<file path="src/include/fp_seed_consts.svh">
`ifndef FP_SEED_CONSTS_SVH
`define FP_SEED_CONSTS_SVH

// Register word layout.
`define FP_WORD_W 68

// Seed table geometry.
`define SEED_DEPTH 320
`define SEED_HI_BASE 256

// Biased exponent keys where the windows open.
`define LO_WIN_BASE 2040
`define HI_WIN_BASE 2044

`endif

</file>
<file path="src/fp_fmt_pkg.sv">
`default_nettype none

package fp_fmt_pkg;

  // Tag in 67:66, exponent in 65:53, mantissa in 52:0.
  typedef struct packed {
    logic [1:0]  tag;
    logic [12:0] exp;
    logic [52:0] mant;
  } fp_word_t;

  // Table address, wide enough for 320 entries.
  typedef logic [8:0] seed_addr_t;

  // Upper 12 exponent bits, word bits 65:54.
  typedef logic [11:0] exp_key_t;

endpackage

`default_nettype wire

</file>
<file path="src/seed_op_pkg.sv">
`default_nettype none

package seed_op_pkg;

  typedef enum logic [2:0] {
    OP_SEED_LO  = 3'd0,
    OP_SEED_ODD = 3'd1,
    OP_SEED_HI  = 3'd2,
    OP_TRUNC_LO = 3'd5,
    OP_TRUNC_HI = 3'd6
  } seed_op_e;

  typedef enum logic [1:0] {
    ST_CLEAR,
    ST_IDLE,
    ST_READ,
    ST_DONE
  } ctrl_state_e;

endpackage

`default_nettype wire

</file>
<file path="src/seed_if.sv">
`timescale 1ns/1ns
`default_nettype none

interface seed_if;
  import fp_fmt_pkg::*;
  import seed_op_pkg::*;

  seed_op_e op;      // Operation in flight.
  fp_word_t operand;
  logic     launch;  // Address phase.
  logic     finish;  // Result phase.

  modport ctrl (
    output op, operand, launch, finish
  );

  modport index (
    input op, operand, launch
  );

  modport result (
    input op, operand, finish
  );

endinterface

`default_nettype wire

</file>
<file path="src/frac_trunc_unit.sv">
`timescale 1ns/1ns
`default_nettype none
`include "fp_seed_consts.svh"

module frac_trunc_unit (
  input  wire                   clk,
  input  wire                   rst_n,
  seed_if.result                sif,
  input  fp_fmt_pkg::fp_word_t  rd_data,
  output fp_fmt_pkg::fp_word_t  result
);
  import fp_fmt_pkg::*;
  import seed_op_pkg::*;

  exp_key_t    key;
  exp_key_t    base;
  exp_key_t    k;
  logic [52:0] keep;
  fp_word_t    trunc;

  assign key  = sif.operand.exp[12:1];
  assign base = (sif.op == OP_TRUNC_HI) ? exp_key_t'(`HI_WIN_BASE) : exp_key_t'(`LO_WIN_BASE);
  assign k    = key - base;

  always_comb begin
    if (key <= base) keep = '0;  // No integer bits.
    else if (k >= 12'd7) keep = '1;
    else keep = ~({53{1'b1}} >> k[2:0]);  // Top k bits survive.
  end

  assign trunc = '{tag: sif.operand.tag, exp: sif.operand.exp, mant: sif.operand.mant & keep};

  always_ff @(posedge clk) begin
    if (!rst_n) begin
      result <= '0;
    end else if (sif.finish) begin
      case (sif.op)
        OP_SEED_LO, OP_SEED_ODD, OP_SEED_HI: result <= rd_data;
        OP_TRUNC_LO, OP_TRUNC_HI:            result <= trunc;
        default:                             result <= '0;
      endcase
    end
  end

endmodule

`default_nettype wire

</file>
<file path="src/flat_wrapper.sv">
// flat-port wrapper written by rule: the top's interface ports become plain ports
module frac_trunc_unit_flat import fp_fmt_pkg::*; import seed_op_pkg::*;
  (clk, rst_n, rd_data, result, sif_op, sif_operand, sif_finish);
  seed_if sif_i ();
  input  wire clk;
  input  wire rst_n;
  input  fp_fmt_pkg::fp_word_t rd_data;
  output fp_fmt_pkg::fp_word_t result;
  input wire logic [$bits(sif_i.op)-1:0] sif_op;
  input wire logic [$bits(sif_i.operand)-1:0] sif_operand;
  input wire logic [$bits(sif_i.finish)-1:0] sif_finish;
  assign sif_i.op = sif_op;
  assign sif_i.operand = sif_operand;
  assign sif_i.finish = sif_finish;
  frac_trunc_unit u_core (.clk(clk), .rst_n(rst_n), .sif(sif_i), .rd_data(rd_data), .result(result));
endmodule
</file>
<file path="config.mk">
export PLATFORM = sky130hd
export DESIGN_NAME = frac_trunc_unit_flat
export DESIGN_NICKNAME = d
export VERILOG_FILES = /design/src/fp_fmt_pkg.sv /design/src/seed_op_pkg.sv /design/src/seed_if.sv /design/src/frac_trunc_unit.sv /design/src/flat_wrapper.sv
export VERILOG_INCLUDE_DIRS = /design/src /design/src/include
export SDC_FILE = /design/constraint.sdc
export NUM_CORES = 1
export LEC_CHECK = 0
export BUFFER_PORTS_ARGS = -buffer_cell sky130_fd_sc_hd__buf_2
export CAP_MARGIN = 20
export CORE_MARGIN = 5
export CORE_UTILIZATION = 30
export CTS_CLUSTER_SIZE = 14
export DETAILED_ROUTE_END_ITERATION = 10
export PLACE_DENSITY_LB_ADDON = 0.1
export SYNTH_ARGS = -nofsm -noshare
export SYNTH_HDL_FRONTEND = slang
export SYNTH_SLANG_ARGS = --single-unit
</file>
<file path="constraint.sdc">
create_clock -name clk -period 6.75 [get_ports clk]
set_input_delay 1.0125 -clock clk [delete_from_list [all_inputs] [get_ports clk]]
set_output_delay 1.0125 -clock clk [all_outputs]
set_load 0.01 [all_outputs]
</file>
==> results of run 1 <==
## power groups by stage
stage,sequential [mW],clock [mW],combinational (mW)
2_1_floorplan,0.471,0,0.0987
3_3_place_gp,0.458,0,0.208
3_5_place_dp,0.459,0,0.210
4_1_cts,0.451,0.461,0.211
5_1_grt,0.455,0.480,0.235
6_report,0.451,0.447,0.212
## area by class of cell
type,instances,area (um^2)
Fill cell,1330,7280
Tap cell,172,215
Multi-Input combinational cell,306,2180
Clock buffer,15,278
Clock inverter,1,5.00
Sequential cell,68,1360
Inverter,4,15.0
Timing Repair Buffer,215,1140
## cell usage in the layout, fill, tap and decap left out, types with 2 or more instances in the layout
master       n
a21boi_0    48
a21oi_1      3
a22oi_1     13
a31oi_1      3
and2_1       4
and4_1       2
buf_16       2
buf_2      207
buf_4        6
clkbuf_1     3
clkbuf_16    9
clkbuf_8     3
dfxtp_1     68
ha_1         2
inv_1        4
nand2_1     24
nand3_1      7
nand4_1      2
nor2_1       4
nor2b_1      2
nor4_1       2
o2111ai_1   49
o211a_1     15
o211ai_1     9
o21ai_0     50
o21ai_1      2
o22ai_1     38
o22ai_2     11
## stage by stage
step	util	cell area (um^2)	hold WS, ps
after floorplan	-	3760	519
after global placement	0.389	4850	457
after detailed placement	0.389	4850	466
after CTS	0.412	5130	476
after global routing	0.416	5190	500
final	0.416	5190	474
## cell usage after synthesis (3+ instances only)
master,instances,share of area
nor2_1,5,0.0050
o22ai_2,11,0.037
nand2_1,24,0.024
o22ai_1,38,0.063
o2111ai_1,49,0.11
o21ai_0,50,0.066
dfxtp_1,68,0.36
a31oi_1,3,0.0050
a22oi_1,13,0.026
and2_1,4,0.0066
o211ai_1,9,0.018
inv_1,4,0.0040
a21boi_0,48,0.096
a21oi_1,4,0.0053
nand3_1,7,0.0093
buf_2,8,0.011
clkbuf_1,38,0.038
o211a_1,15,0.040
## final timing paths
check / start / to / slack, ps
max: sif_op[0] / u_core.result[0]$_SDFFE_PN0P_ / 3600
min: u_core.result[56]$_SDFFE_PN0P_ / u_core.result[56]$_SDFFE_PN0P_ / 470
max reg2reg: u_core.result[39]$_SDFFE_PN0P_ / u_core.result[39]$_SDFFE_PN0P_ / 5960
min reg2reg: u_core.result[56]$_SDFFE_PN0P_ / u_core.result[56]$_SDFFE_PN0P_ / 470
## cells by family (layout without fill, tap and decap cells)
family | count (synthesis) | in the layout | share of synthesized area
XOR/XNOR | 1 | 1 | 0.00233
AND/OR/NAND/NOR | 57 | 57 | 0.0805
flip-flops | 68 | 68 | 0.362
AO/OA/AOI/OAI | 246 | 246 | 0.482
adder cells (fa/ha/maj) | 2 | 2 | 0.00665
buffers and inverters | 56 | 235 | 0.0665
## layer usage
layer  global-route usage  routed length [um]  up-vias
li1                     -                   -     2080
met3               0.0492                 948       18
met1                0.222                5720     1989
met5                    0                   7        -
met4               0.0560                 191        2
met2                0.285                6290      140
==> key figures, run 1 <==
Critical path
  • Critical Path Stages: 11
  • Worst path slowest cell: buf_4
  • Req. time, crit path: 6930 ps
  • Worst Path Buf+Inv: 3
  • Cell mode on critical path: ha_1
  • R2R depth: 2
  • Crit-path leading delay family: simple AND/OR/NAND/NOR gates
  • Arrival @ worst endpoint: 3330 ps
  • Setup crit end kind: flip-flop
  • Crit path kind: input port to flip-flop
  • Worst setup SP type: input port
  • Max incr delay on CP: 500 ps
  • Worst path cell trace: buf_2 -> and3b_1 -> ha_1 -> inv_1 -> ha_1 -> or3b_1 -> a21oi_2 -> o22ai_2 -> nor3_4 -> buf_4 -> o22ai_1
  • Crit-path max FO: 47

Power
  • Switch Pwr: 305 uW
  • Clock Power Share: 0.402
  • P_int: 805 uW
  • Tot Pwr: 1.11 mW
  • Net Sw Frac: 0.274
  • VDD IR max: 0.132 mV
  • Sequential power share: 0.406
  • Leakage power: 2.32 nW
  • Gate power share: 0.191
  • Pwr Density: 214 mW/mm^2

Routing
  • Post-DR wirelength/cell: 16.8 um
  • Via count: 4229
  • Vias per std cell: 5.41
  • Initial DRC count: 261
  • Post-DRT Antenna Nets: 0
  • Total wire length: 13.2 mm
  • Residual DRC: 0
  • Total iterations of the first detailed-routing run: 4

Synthesis
  • Number of synthesized flops with an enable pin: 0
  • Synth Flop Type: dfxtp_1
  • Syn Inst Count: 430
  • Unique masters post-synth: 41
  • Post-Syn Nets: roughly 570
  • Synthesis-stage register bit count: 68
  • Avg Inst Size Synth: between 8 and 9 um^2
  • Post-synthesis sequential area ratio: 0.362
  • Post-Syn Area: between 0.003 and 0.004 mm^2
  • Synth warn: 0
  • Ys async rst share: 0

STA
  • Crit share post-route: 0.466
  • Max_slew headroom: 0.528
  • Setup ws final: 3600 ps
  • Fmax: 318 MHz
  • Final Hold Fails: 0
  • Clock skew: 0 ps
  • Slew Viols, Final: 0
  • RSZ-0062 raised after global routing: no
  • Setup TNS: 0 ps
  • Worst Max-Slew Pin Slew: approximately 710 ps
  • Final setup fails: 0
  • Period minus WS final: 3150 ps

Placed design
  • IO Port Bufs: 209
  • Hpwl dp: about 9 mm
  • Routability cong.: 0.746
  • Pre-CTS setup slack: ~3200 ps
  • Cells after DPL: roughly 760

Finish
  • Ant. Diodes: 0
  • Largest registers: u_core.result x68
  • Reg with most FFs: u_core.result
  • Final net count: 748
  • Layout cell share with drive strength beyond 1: 0.401
  • Final cell count without fillers: around 800
  • Area growth syn-to-layout: 37.8%
  • Max reg flops: 68

CTS
  • Root Buffer: clkbuf_16
  • Setup bufs post-CTS: 0
  • Cts repair resizes: 0
  • CTS Hold Bufs: 0
  • Clock latency on the worst-skew pair: 330 ps
  • Clock tree buffer depth: 2
  • Clock slew at reported path FFs: roughly 50 ps
  • CTS tree: yes
  • Number of H-tree levels: 3
  • CTS buffer count: 9
  • Sink Count: 68

GRT
  • First-pass GRT wire length: 20.8 mm
  • Total Routing Usage GR: 0.174
  • Vias in the first global route: 4135
  • Largest net degree at the start of global routing: 130
  • Initial antenna violation count: 1
  • Gr ovfl total: 0

Status
  • Status: complete, no violations

Die
  • Die area: 0.0149 mm^2
  • Initial Util: 0.302
  • Row count: 41
  • # IOs: 210
  • Core Region: 0.0125 mm^2
  • Die width: 122 um
  • Vert. Die Dim: 122 um

Worst hold path
  • Hold-critical path depth: 1
  • Hold crit path type: flip-flop to flip-flop

Run
  • Max-cap violations: 0
No activity file was read; power rests on OpenSTA's default activity.
==> run 2: changes to the inputs <==
clock period = 2.7 ns   (was 6.75 ns; I/O delays follow)
==> key figures, run 2 (same netlist as run 1, synthesis figures left out) <==
CTS
  • Clock slew at reported path FFs: 50 ps (about the same)
  • Clock latency on the worst-skew pair: 330 ps (about the same)
  • CTS tree: yes (unchanged)
  • Sink Count: 68 (unchanged)
  • CTS Hold Bufs: 0 (unchanged)
  • CTS buffer count: 9 (unchanged)
  • Number of H-tree levels: 3 (unchanged)
  • Clock tree buffer depth: 2 (unchanged)
  • Root Buffer: clkbuf_16 (unchanged)
  • Setup bufs post-CTS: 0 (unchanged)
  • Cts repair resizes: 0 (unchanged)

Routing
  • Met3 Wirelength: 974 um (was 948 um)
  • Vias per std cell: 5.37 (was 5.41)
  • Routed wl met2: 6.35 mm (was 6.29 mm)
  • Post-DRT Antenna Nets: 0 (unchanged)
  • Post-DR wirelength/cell: 16.9 um (was 16.8 um)
  • Residual DRC: 0 (unchanged)
  • Initial DRC count: 240 (was 261)
  • Total wire length: 13.2 mm (about the same)
  • Total iterations of the first detailed-routing run: 4 (unchanged)
  • Top Metal Used: met4 (was met5)
  • Wl on met1: 5.75 mm (was 5.72 mm)
  • Via count: 4207 (was 4229)

STA
  • Fmax: 438 MHz
  • Worst Max-Slew Pin Slew: 701 ps (was 707 ps)
  • Setup TNS: 0 ps (unchanged)
  • Hold slack final: 352 ps (was 474 ps)
  • Final Hold Fails: 0 (unchanged)
  • Slew Viols, Final: 0 (unchanged)
  • RSZ-0062 raised after global routing: no (unchanged)
  • Final setup fails: 0 (unchanged)
  • Max_slew headroom: 0.533 (was 0.528)
  • Clock skew: 0 ps (unchanged)
  • Period minus WS final: around 2300 ps
  • Crit share post-route: 0.845

Die
  • # IOs: 210 (unchanged)
  • Core Region: 0.0125 mm^2 (unchanged)
  • Row count: 41 (unchanged)
  • Die width: 122 um (unchanged)
  • Vert. Die Dim: 122 um (unchanged)
  • Die area: 0.0149 mm^2 (unchanged)
  • Initial Util: 0.302 (unchanged)

Status
  • Status: complete, no violations (unchanged)

Critical path
  • Worst Path Buf+Inv: 3 (unchanged)
  • Worst path cell trace: buf_2 -> and3b_1 -> ha_1 -> inv_1 -> ha_1 -> or3b_1 -> a21oi_2 -> o22ai_2 -> nor3_4 -> buf_12 -> o22ai_1 (was buf_2 -> and3b_1 -> ha_1 -> inv_1 -> ha_1 -> or3b_1 -> a21oi_2 -> o22ai_2 -> nor3_4 -> buf_4 -> o22ai_1)
  • Worst setup SP type: input port (unchanged)
  • Worst path slowest cell: or3b_1 (was buf_4)
  • Max incr delay on CP: 380 ps (was 500 ps)
  • Cell mode on critical path: ha_1 (unchanged)
  • Crit path kind: input port to flip-flop (unchanged)
  • Crit-path max FO: 35 (was 47)
  • Crit-path leading delay family: simple AND/OR/NAND/NOR gates (unchanged)
  • Arrival @ worst endpoint: 2490 ps (was 3330 ps)
  • Setup crit end kind: flip-flop (unchanged)
  • Req. time, crit path: 2900 ps (was 6930 ps)

Placed design
  • DP Area: 0.00497 mm^2 (was 0.00485 mm^2)
  • IO Port Bufs: 209 (unchanged)
  • Routability cong.: 0.794 (was 0.746)
  • Cells after DPL: 769 (was 763)
  • Hpwl dp: 9.29 mm (was 8.74 mm)

Finish
  • Cell area after layout: 0.00524 mm^2 (was 0.00519 mm^2)
  • Ant. Diodes: 0 (unchanged)
  • Max reg flops: 68 (unchanged)
  • Area growth syn-to-layout: 39.2% (was 37.8%)
  • Most common cell after layout, fill and taps aside: buf_2 (unchanged)
  • Most frequent cells in the layout: 207 x buf_2, 68 x dfxtp_1, 50 x o21ai_0, 49 x o2111ai_1, 48 x a21boi_0 (unchanged)
  • Reg with most FFs: u_core.result (unchanged)
  • Final Util: 0.420 (was 0.416)
  • Layout cell share with drive strength beyond 1: 0.405 (was 0.401)
  • Final cell count without fillers: 784 (was 781)
  • Final net count: 752 (was 748)
  • Largest registers: u_core.result x68 (unchanged)
  • Fillers: 1295 (was 1330)

GRT
  • Largest net degree at the start of global routing: 75 (was 130)
  • Gr ovfl total: 0 (unchanged)
  • Total Routing Usage GR: 0.173 (was 0.174)
  • Initial antenna violation count: 0 (was 1)
  • Vias in the first global route: 4126 (was 4135)
  • First-pass GRT wire length: 20.7 mm (was 20.8 mm)

Power
  • Leakage power: 2.34 nW (was 2.32 nW)
  • VDD IR max: 0.239 mV (was 0.132 mV)
  • Pwr Density: 524 mW/mm^2 (was 214 mW/mm^2)

Worst hold path
  • Hold crit path type: input port to flip-flop (was flip-flop to flip-flop)

Run
  • Max-cap violations: 0 (unchanged)
[run 2: final timing paths]
check | start | to | slack, ps | cells after the start
min | sif_operand[49] | u_core.result[49]$_SDFFE_PN0P_ | 350 | 3
max | sif_op[2] | u_core.result[25]$_SDFFE_PN0P_ | 420 | 11
min reg2reg | u_core.result[66]$_SDFFE_PN0P_ | u_core.result[66]$_SDFFE_PN0P_ | 470 | 1
max reg2reg | u_core.result[48]$_SDFFE_PN0P_ | u_core.result[48]$_SDFFE_PN0P_ | 1930 | 4
[run 2: layer usage]
| metal | up-vias | global-route usage |
|---|---|---|
| li1 | 2083 | - |
| met1 | 1984 | 0.223 |
| met2 | 129 | 0.283 |
| met3 | 11 | 0.0511 |
| met4 | 0 | 0.0469 |
| met5 | - | 0 |
[run 2: power breakdown]
group	leakage (nW)	total (mW)	internal, mW	switching [mW]
Sequential	0.563	1.13	1.08	0.0464
Clock	0.135	1.08	0.664	0.415
Combinational	1.65	0.540	0.245	0.295
Total	2.34	2.74	1.99	0.757
[run 2: through the flow]
| step | power, mW | setup WS, ps |
|---|---|---|
| 2_1_floorplan | 1.42 | 417 |
| 3_3_place_gp | 1.68 | 139 |
| 3_5_place_dp | 1.69 | 109 |
| 4_1_cts | 2.80 | 434 |
| 5_1_grt | 2.90 | 286 |
| 6_report | 2.74 | 418 |
[run 2: cell type report]
cell class / instances / area [um^2] / area share
clock buffers: 13 / 260 / 0.0497
clock inverters: 2 / 10.0 / 0.00191
inverters: 4 / 15.0 / 0.00287
multi-input cells: 306 / 2180 / 0.415
flip-flops and latches: 68 / 1360 / 0.260
well taps: 172 / 215 / 0.0411
repair buffers: 219 / 1200 / 0.229
[run 2: tightest hold or removal path, delay by kind of cell]
kind                   cells  cell delay (ps)
buffers and inverters      1              100
AND/OR/NAND/NOR            1               70
AO/OA/AOI/OAI              1               60
==> run 3: changes to the inputs <==
ABC_AREA = 1   (was not set)
clock period = 1.9 ns   (was 2.7 ns; I/O delays follow)
==> key figures, run 3 <==
Status
  • Status: complete, no violations (unchanged)

Critical path
  • Crit-path leading delay family: simple AND/OR/NAND/NOR gates (unchanged)
  • Worst path cell trace: buf_2 -> nand2_1 -> nor2_1 -> ha_2 -> inv_4 -> ha_4 -> nand3_2 -> nor2_2 -> nand3_1 -> nand2_1 -> nand2_2 -> nor2_4 -> nand2_4 -> clkbuf_16 -> nand3_2 -> a21oi_2 (was buf_2 -> and3b_1 -> ha_1 -> inv_1 -> ha_1 -> or3b_1 -> a21oi_2 -> o22ai_2 -> nor3_4 -> buf_12 -> o22ai_1)
  • Crit path kind: input port to flip-flop (unchanged)
  • R2R depth: 2 (was 4)
  • Critical Path Stages: 16 (was 11)
  • Arrival @ worst endpoint: 2000 ps (was 2490 ps)
  • Setup crit start: sif_op[2] (unchanged)
  • Setup crit end kind: flip-flop (unchanged)
  • Worst path slowest cell: ha_2 (was or3b_1)
  • Reg2reg start: u_core.result[34]$_SDFFE_PN0P_ (was u_core.result[48]$_SDFFE_PN0P_)
  • Req. time, crit path: 2110 ps (was 2900 ps)
  • Worst setup SP type: input port (unchanged)
  • Worst Path Buf+Inv: 3 (unchanged)
  • Crit-path max FO: 8 (was 35)
  • Max incr delay on CP: 200 ps (was 380 ps)

STA
  • RSZ-0062 raised after global routing: yes (was no)
  • Period minus WS final: 1790 ps
  • Clock skew: 0 ps (unchanged)
  • Final Hold Fails: 0 (unchanged)
  • Setup TNS: 0 ps (unchanged)
  • Slew Viols, Final: 0 (unchanged)
  • Max_slew headroom: 0.687 (was 0.533)
  • Final setup fails: 0 (unchanged)
  • Crit share post-route: 0.941
  • Fmax: 559 MHz
  • Worst Max-Slew Pin Slew: 469 ps (was 701 ps)
  • Setup ws final: 112 ps (was 418 ps)

Synthesis
  • Area leader, netlist: dfxtp_1 (unchanged)
  • Ys async rst share: 0 (unchanged)
  • Synth top area cells: dfxtp_1 35%, nand2_1 16%, o21ai_0 8.8%, nand3_2 7.7%, inv_1 7.0% (was dfxtp_1 36%, o2111ai_1 11%, a21boi_0 9.6%, o21ai_0 6.6%, o22ai_1 6.3%)
  • Post-synthesis sequential area ratio: 0.348 (was 0.362)
  • Post-Syn Nets: 722 (was 574)
  • Top post-synthesis cells by count: 165 x nand2_1, 73 x inv_1, 69 x o21ai_0 (was 68 x dfxtp_1, 50 x o21ai_0, 49 x o2111ai_1)
  • Synth Flop Type: dfxtp_1 (unchanged)
  • Unique masters post-synth: 24 (was 41)
  • Count leader, synth: nand2_1 (was dfxtp_1)
  • Number of synthesized flops with an enable pin: 0 (unchanged)
  • Synthesis-stage register bit count: 68 (unchanged)
  • Post-Syn Area: 0.00392 mm^2 (was 0.00376 mm^2)
  • Syn Inst Count: 578 (was 430)
  • Avg Inst Size Synth: 6.78 um^2 (was 8.75 um^2)
  • Area fraction of the dominant cell type after synthesis: 0.348 (was 0.362)
  • Synth warn: 0 (unchanged)

Power
  • Leakage power: 2.90 nW (was 2.34 nW)
  • Pwr Density: 701 mW/mm^2 (was 524 mW/mm^2)
  • Net Sw Frac: 0.281 (was 0.276)
  • Sequential power share: 0.401 (was 0.410)
  • Clock Power Share: 0.394 (was 0.393)
  • Gate power share: 0.205 (was 0.197)
  • P_int: 2.82 mW (was 1.99 mW)
  • Switch Pwr: 1.10 mW (was 757 uW)
  • VDD IR max: 0.413 mV (was 0.239 mV)

Finish
  • Largest registers: u_core.result x68 (unchanged)
  • Most common cell after layout, fill and taps aside: buf_2 (unchanged)
  • Layout cell share with drive strength beyond 1: 0.401 (was 0.405)
  • Area growth syn-to-layout: 42.7% (was 39.2%)
  • Max reg flops: 68 (unchanged)
  • Fillers: 1402 (was 1295)
  • Most frequent cells in the layout: 207 x buf_2, 164 x nand2_1, 71 x inv_1, 69 x o21ai_0, 68 x dfxtp_1 (was 207 x buf_2, 68 x dfxtp_1, 50 x o21ai_0, 49 x o2111ai_1, 48 x a21boi_0)
  • Ant. Diodes: 0 (unchanged)
  • Final net count: 924 (was 752)
  • Reg with most FFs: u_core.result (unchanged)
  • Final cell count without fillers: 956 (was 784)

Routing
  • Post-DR wirelength/cell: 14.3 um (was 16.9 um)
  • Total wire length: 13.7 mm (was 13.2 mm)
  • Vias per std cell: 4.60 (was 5.37)
  • Total iterations of the first detailed-routing run: 4 (unchanged)
  • Post-DRT Antenna Nets: 0 (unchanged)
  • Via count: 4401 (was 4207)
  • Residual DRC: 0 (unchanged)
  • Initial DRC count: 235 (was 240)

GRT
  • Initial antenna violation count: 0 (unchanged)
  • Gr ovfl total: 0 (unchanged)
  • Total Routing Usage GR: 0.171 (was 0.173)
  • First-pass GRT wire length: 22.2 mm (was 20.7 mm)
  • Vias in the first global route: 4461 (was 4126)
  • Largest net degree at the start of global routing: 69 (was 75)

CTS
  • CTS tree: yes (unchanged)
  • Clock latency on the worst-skew pair: 330 ps (about the same)
  • CTS buffer count: 9 (unchanged)
  • Clock slew at reported path FFs: 50 ps (about the same)
  • Clock tree buffer depth: 2 (unchanged)
  • Sink Count: 68 (unchanged)
  • Number of H-tree levels: 3 (unchanged)
  • CTS Hold Bufs: 0 (unchanged)
  • Root Buffer: clkbuf_16 (unchanged)

Die
  • Die area: 0.0154 mm^2 (was 0.0149 mm^2)
  • Core Region: 0.0127 mm^2 (was 0.0125 mm^2)
  • Die width: 124 um (was 122 um)
  • # IOs: 210 (unchanged)
  • Row count: 41 (unchanged)
  • Initial Util: 0.308 (was 0.302)
  • Vert. Die Dim: 124 um (was 122 um)

Placed design
  • Cells after DPL: 938 (was 769)
  • Routability cong.: 0.789 (was 0.794)
  • Hpwl dp: 9.87 mm (was 9.29 mm)
  • IO Port Bufs: 209 (unchanged)
  • Pre-CTS setup slack: -216 ps (was 109 ps)

Run
  • Max-cap violations: 0 (unchanged)

Worst hold path
  • Hold crit path type: input port to flip-flop (unchanged)
  • Hold-critical path depth: 3 (unchanged)
  • Worst Hold Launch: sif_operand[35] (was sif_operand[49])
==> run 3: logic make-up (layout without fill, tap and decap cells) <==
kind of cell | Yosys count | in the layout | synth area share
buf+inv | 114 | 320 | 0.126
fa+ha+maj | 2 | 2 | 0.00639
flops | 68 | 68 | 0.348
compound gates | 142 | 142 | 0.209
xor+xnor | 1 | 1 | 0.00224
simple gates | 251 | 251 | 0.309
==> run 3: timing repair <==
item	CTS	global route
endpoints found under the setup margin	0	47
resized for setup	0	8
buffers inserted	0	0
hold endpoints to repair	0	0
==> run 3: area by class of cell <==
cell class                 instances  area [um^2]  share of cell area
clock buffer                      13          260              0.0466
clock inverter                     2         10.0             0.00179
sequential                        68         1360               0.244
timing repair buffer             231         1350               0.241
inverter                          74          280              0.0502
tap                              172          215              0.0385
multi-input combinational        396         2110               0.378
==> run 3: per-stage QoR <==
stage | area (um^2) | total power [mW] | hold WS [ps] | util
after floorplan | 3950 | 2.01 | 426 | -
after global placement | 5220 | 2.40 | 500 | 0.410
after detailed placement | 5220 | 2.41 | 507 | 0.410
after CTS | 5490 | 3.99 | 191 | 0.432
after global routing | 5590 | 4.16 | 197 | 0.439
final | 5590 | 3.92 | 209 | 0.439
==> run 3: power by group through the flow <==
stage / sequential [mW] / combinational, mW / clock (mW)
after floorplan: 1.64 / 0.367 / 0
after global placement: 1.60 / 0.801 / 0
after detailed placement: 1.60 / 0.807 / 0
after CTS: 1.57 / 0.810 / 1.61
after global routing: 1.58 / 0.908 / 1.67
final: 1.57 / 0.803 / 1.54
==> run 3: path summary, 6_finish.rpt <==
check	endpoint	slack, ps
hold / removal	u_core.result[35]$_SDFFE_PN0P_	210
setup / recovery	u_core.result[38]$_SDFFE_PN0P_	110
hold reg to reg	u_core.result[26]$_SDFFE_PN0P_	520
setup reg to reg	u_core.result[34]$_SDFFE_PN0P_	1220
==> run 3: layer usage <==
layer,vias up,GRT usage,share of wire
met4,0,0.0580,0.017
met5,-,0,0
met1,1980,0.203,0.43
met3,17,0.0519,0.068
li1,2266,-,-
met2,138,0.292,0.48
==> run 3: worst register-to-register path: cells and delay by family (launching register included) <==
| family | cells | cell delay (ps) |
|---|---|---|
| flops | 1 | 310 |
| compound gates | 2 | 250 |
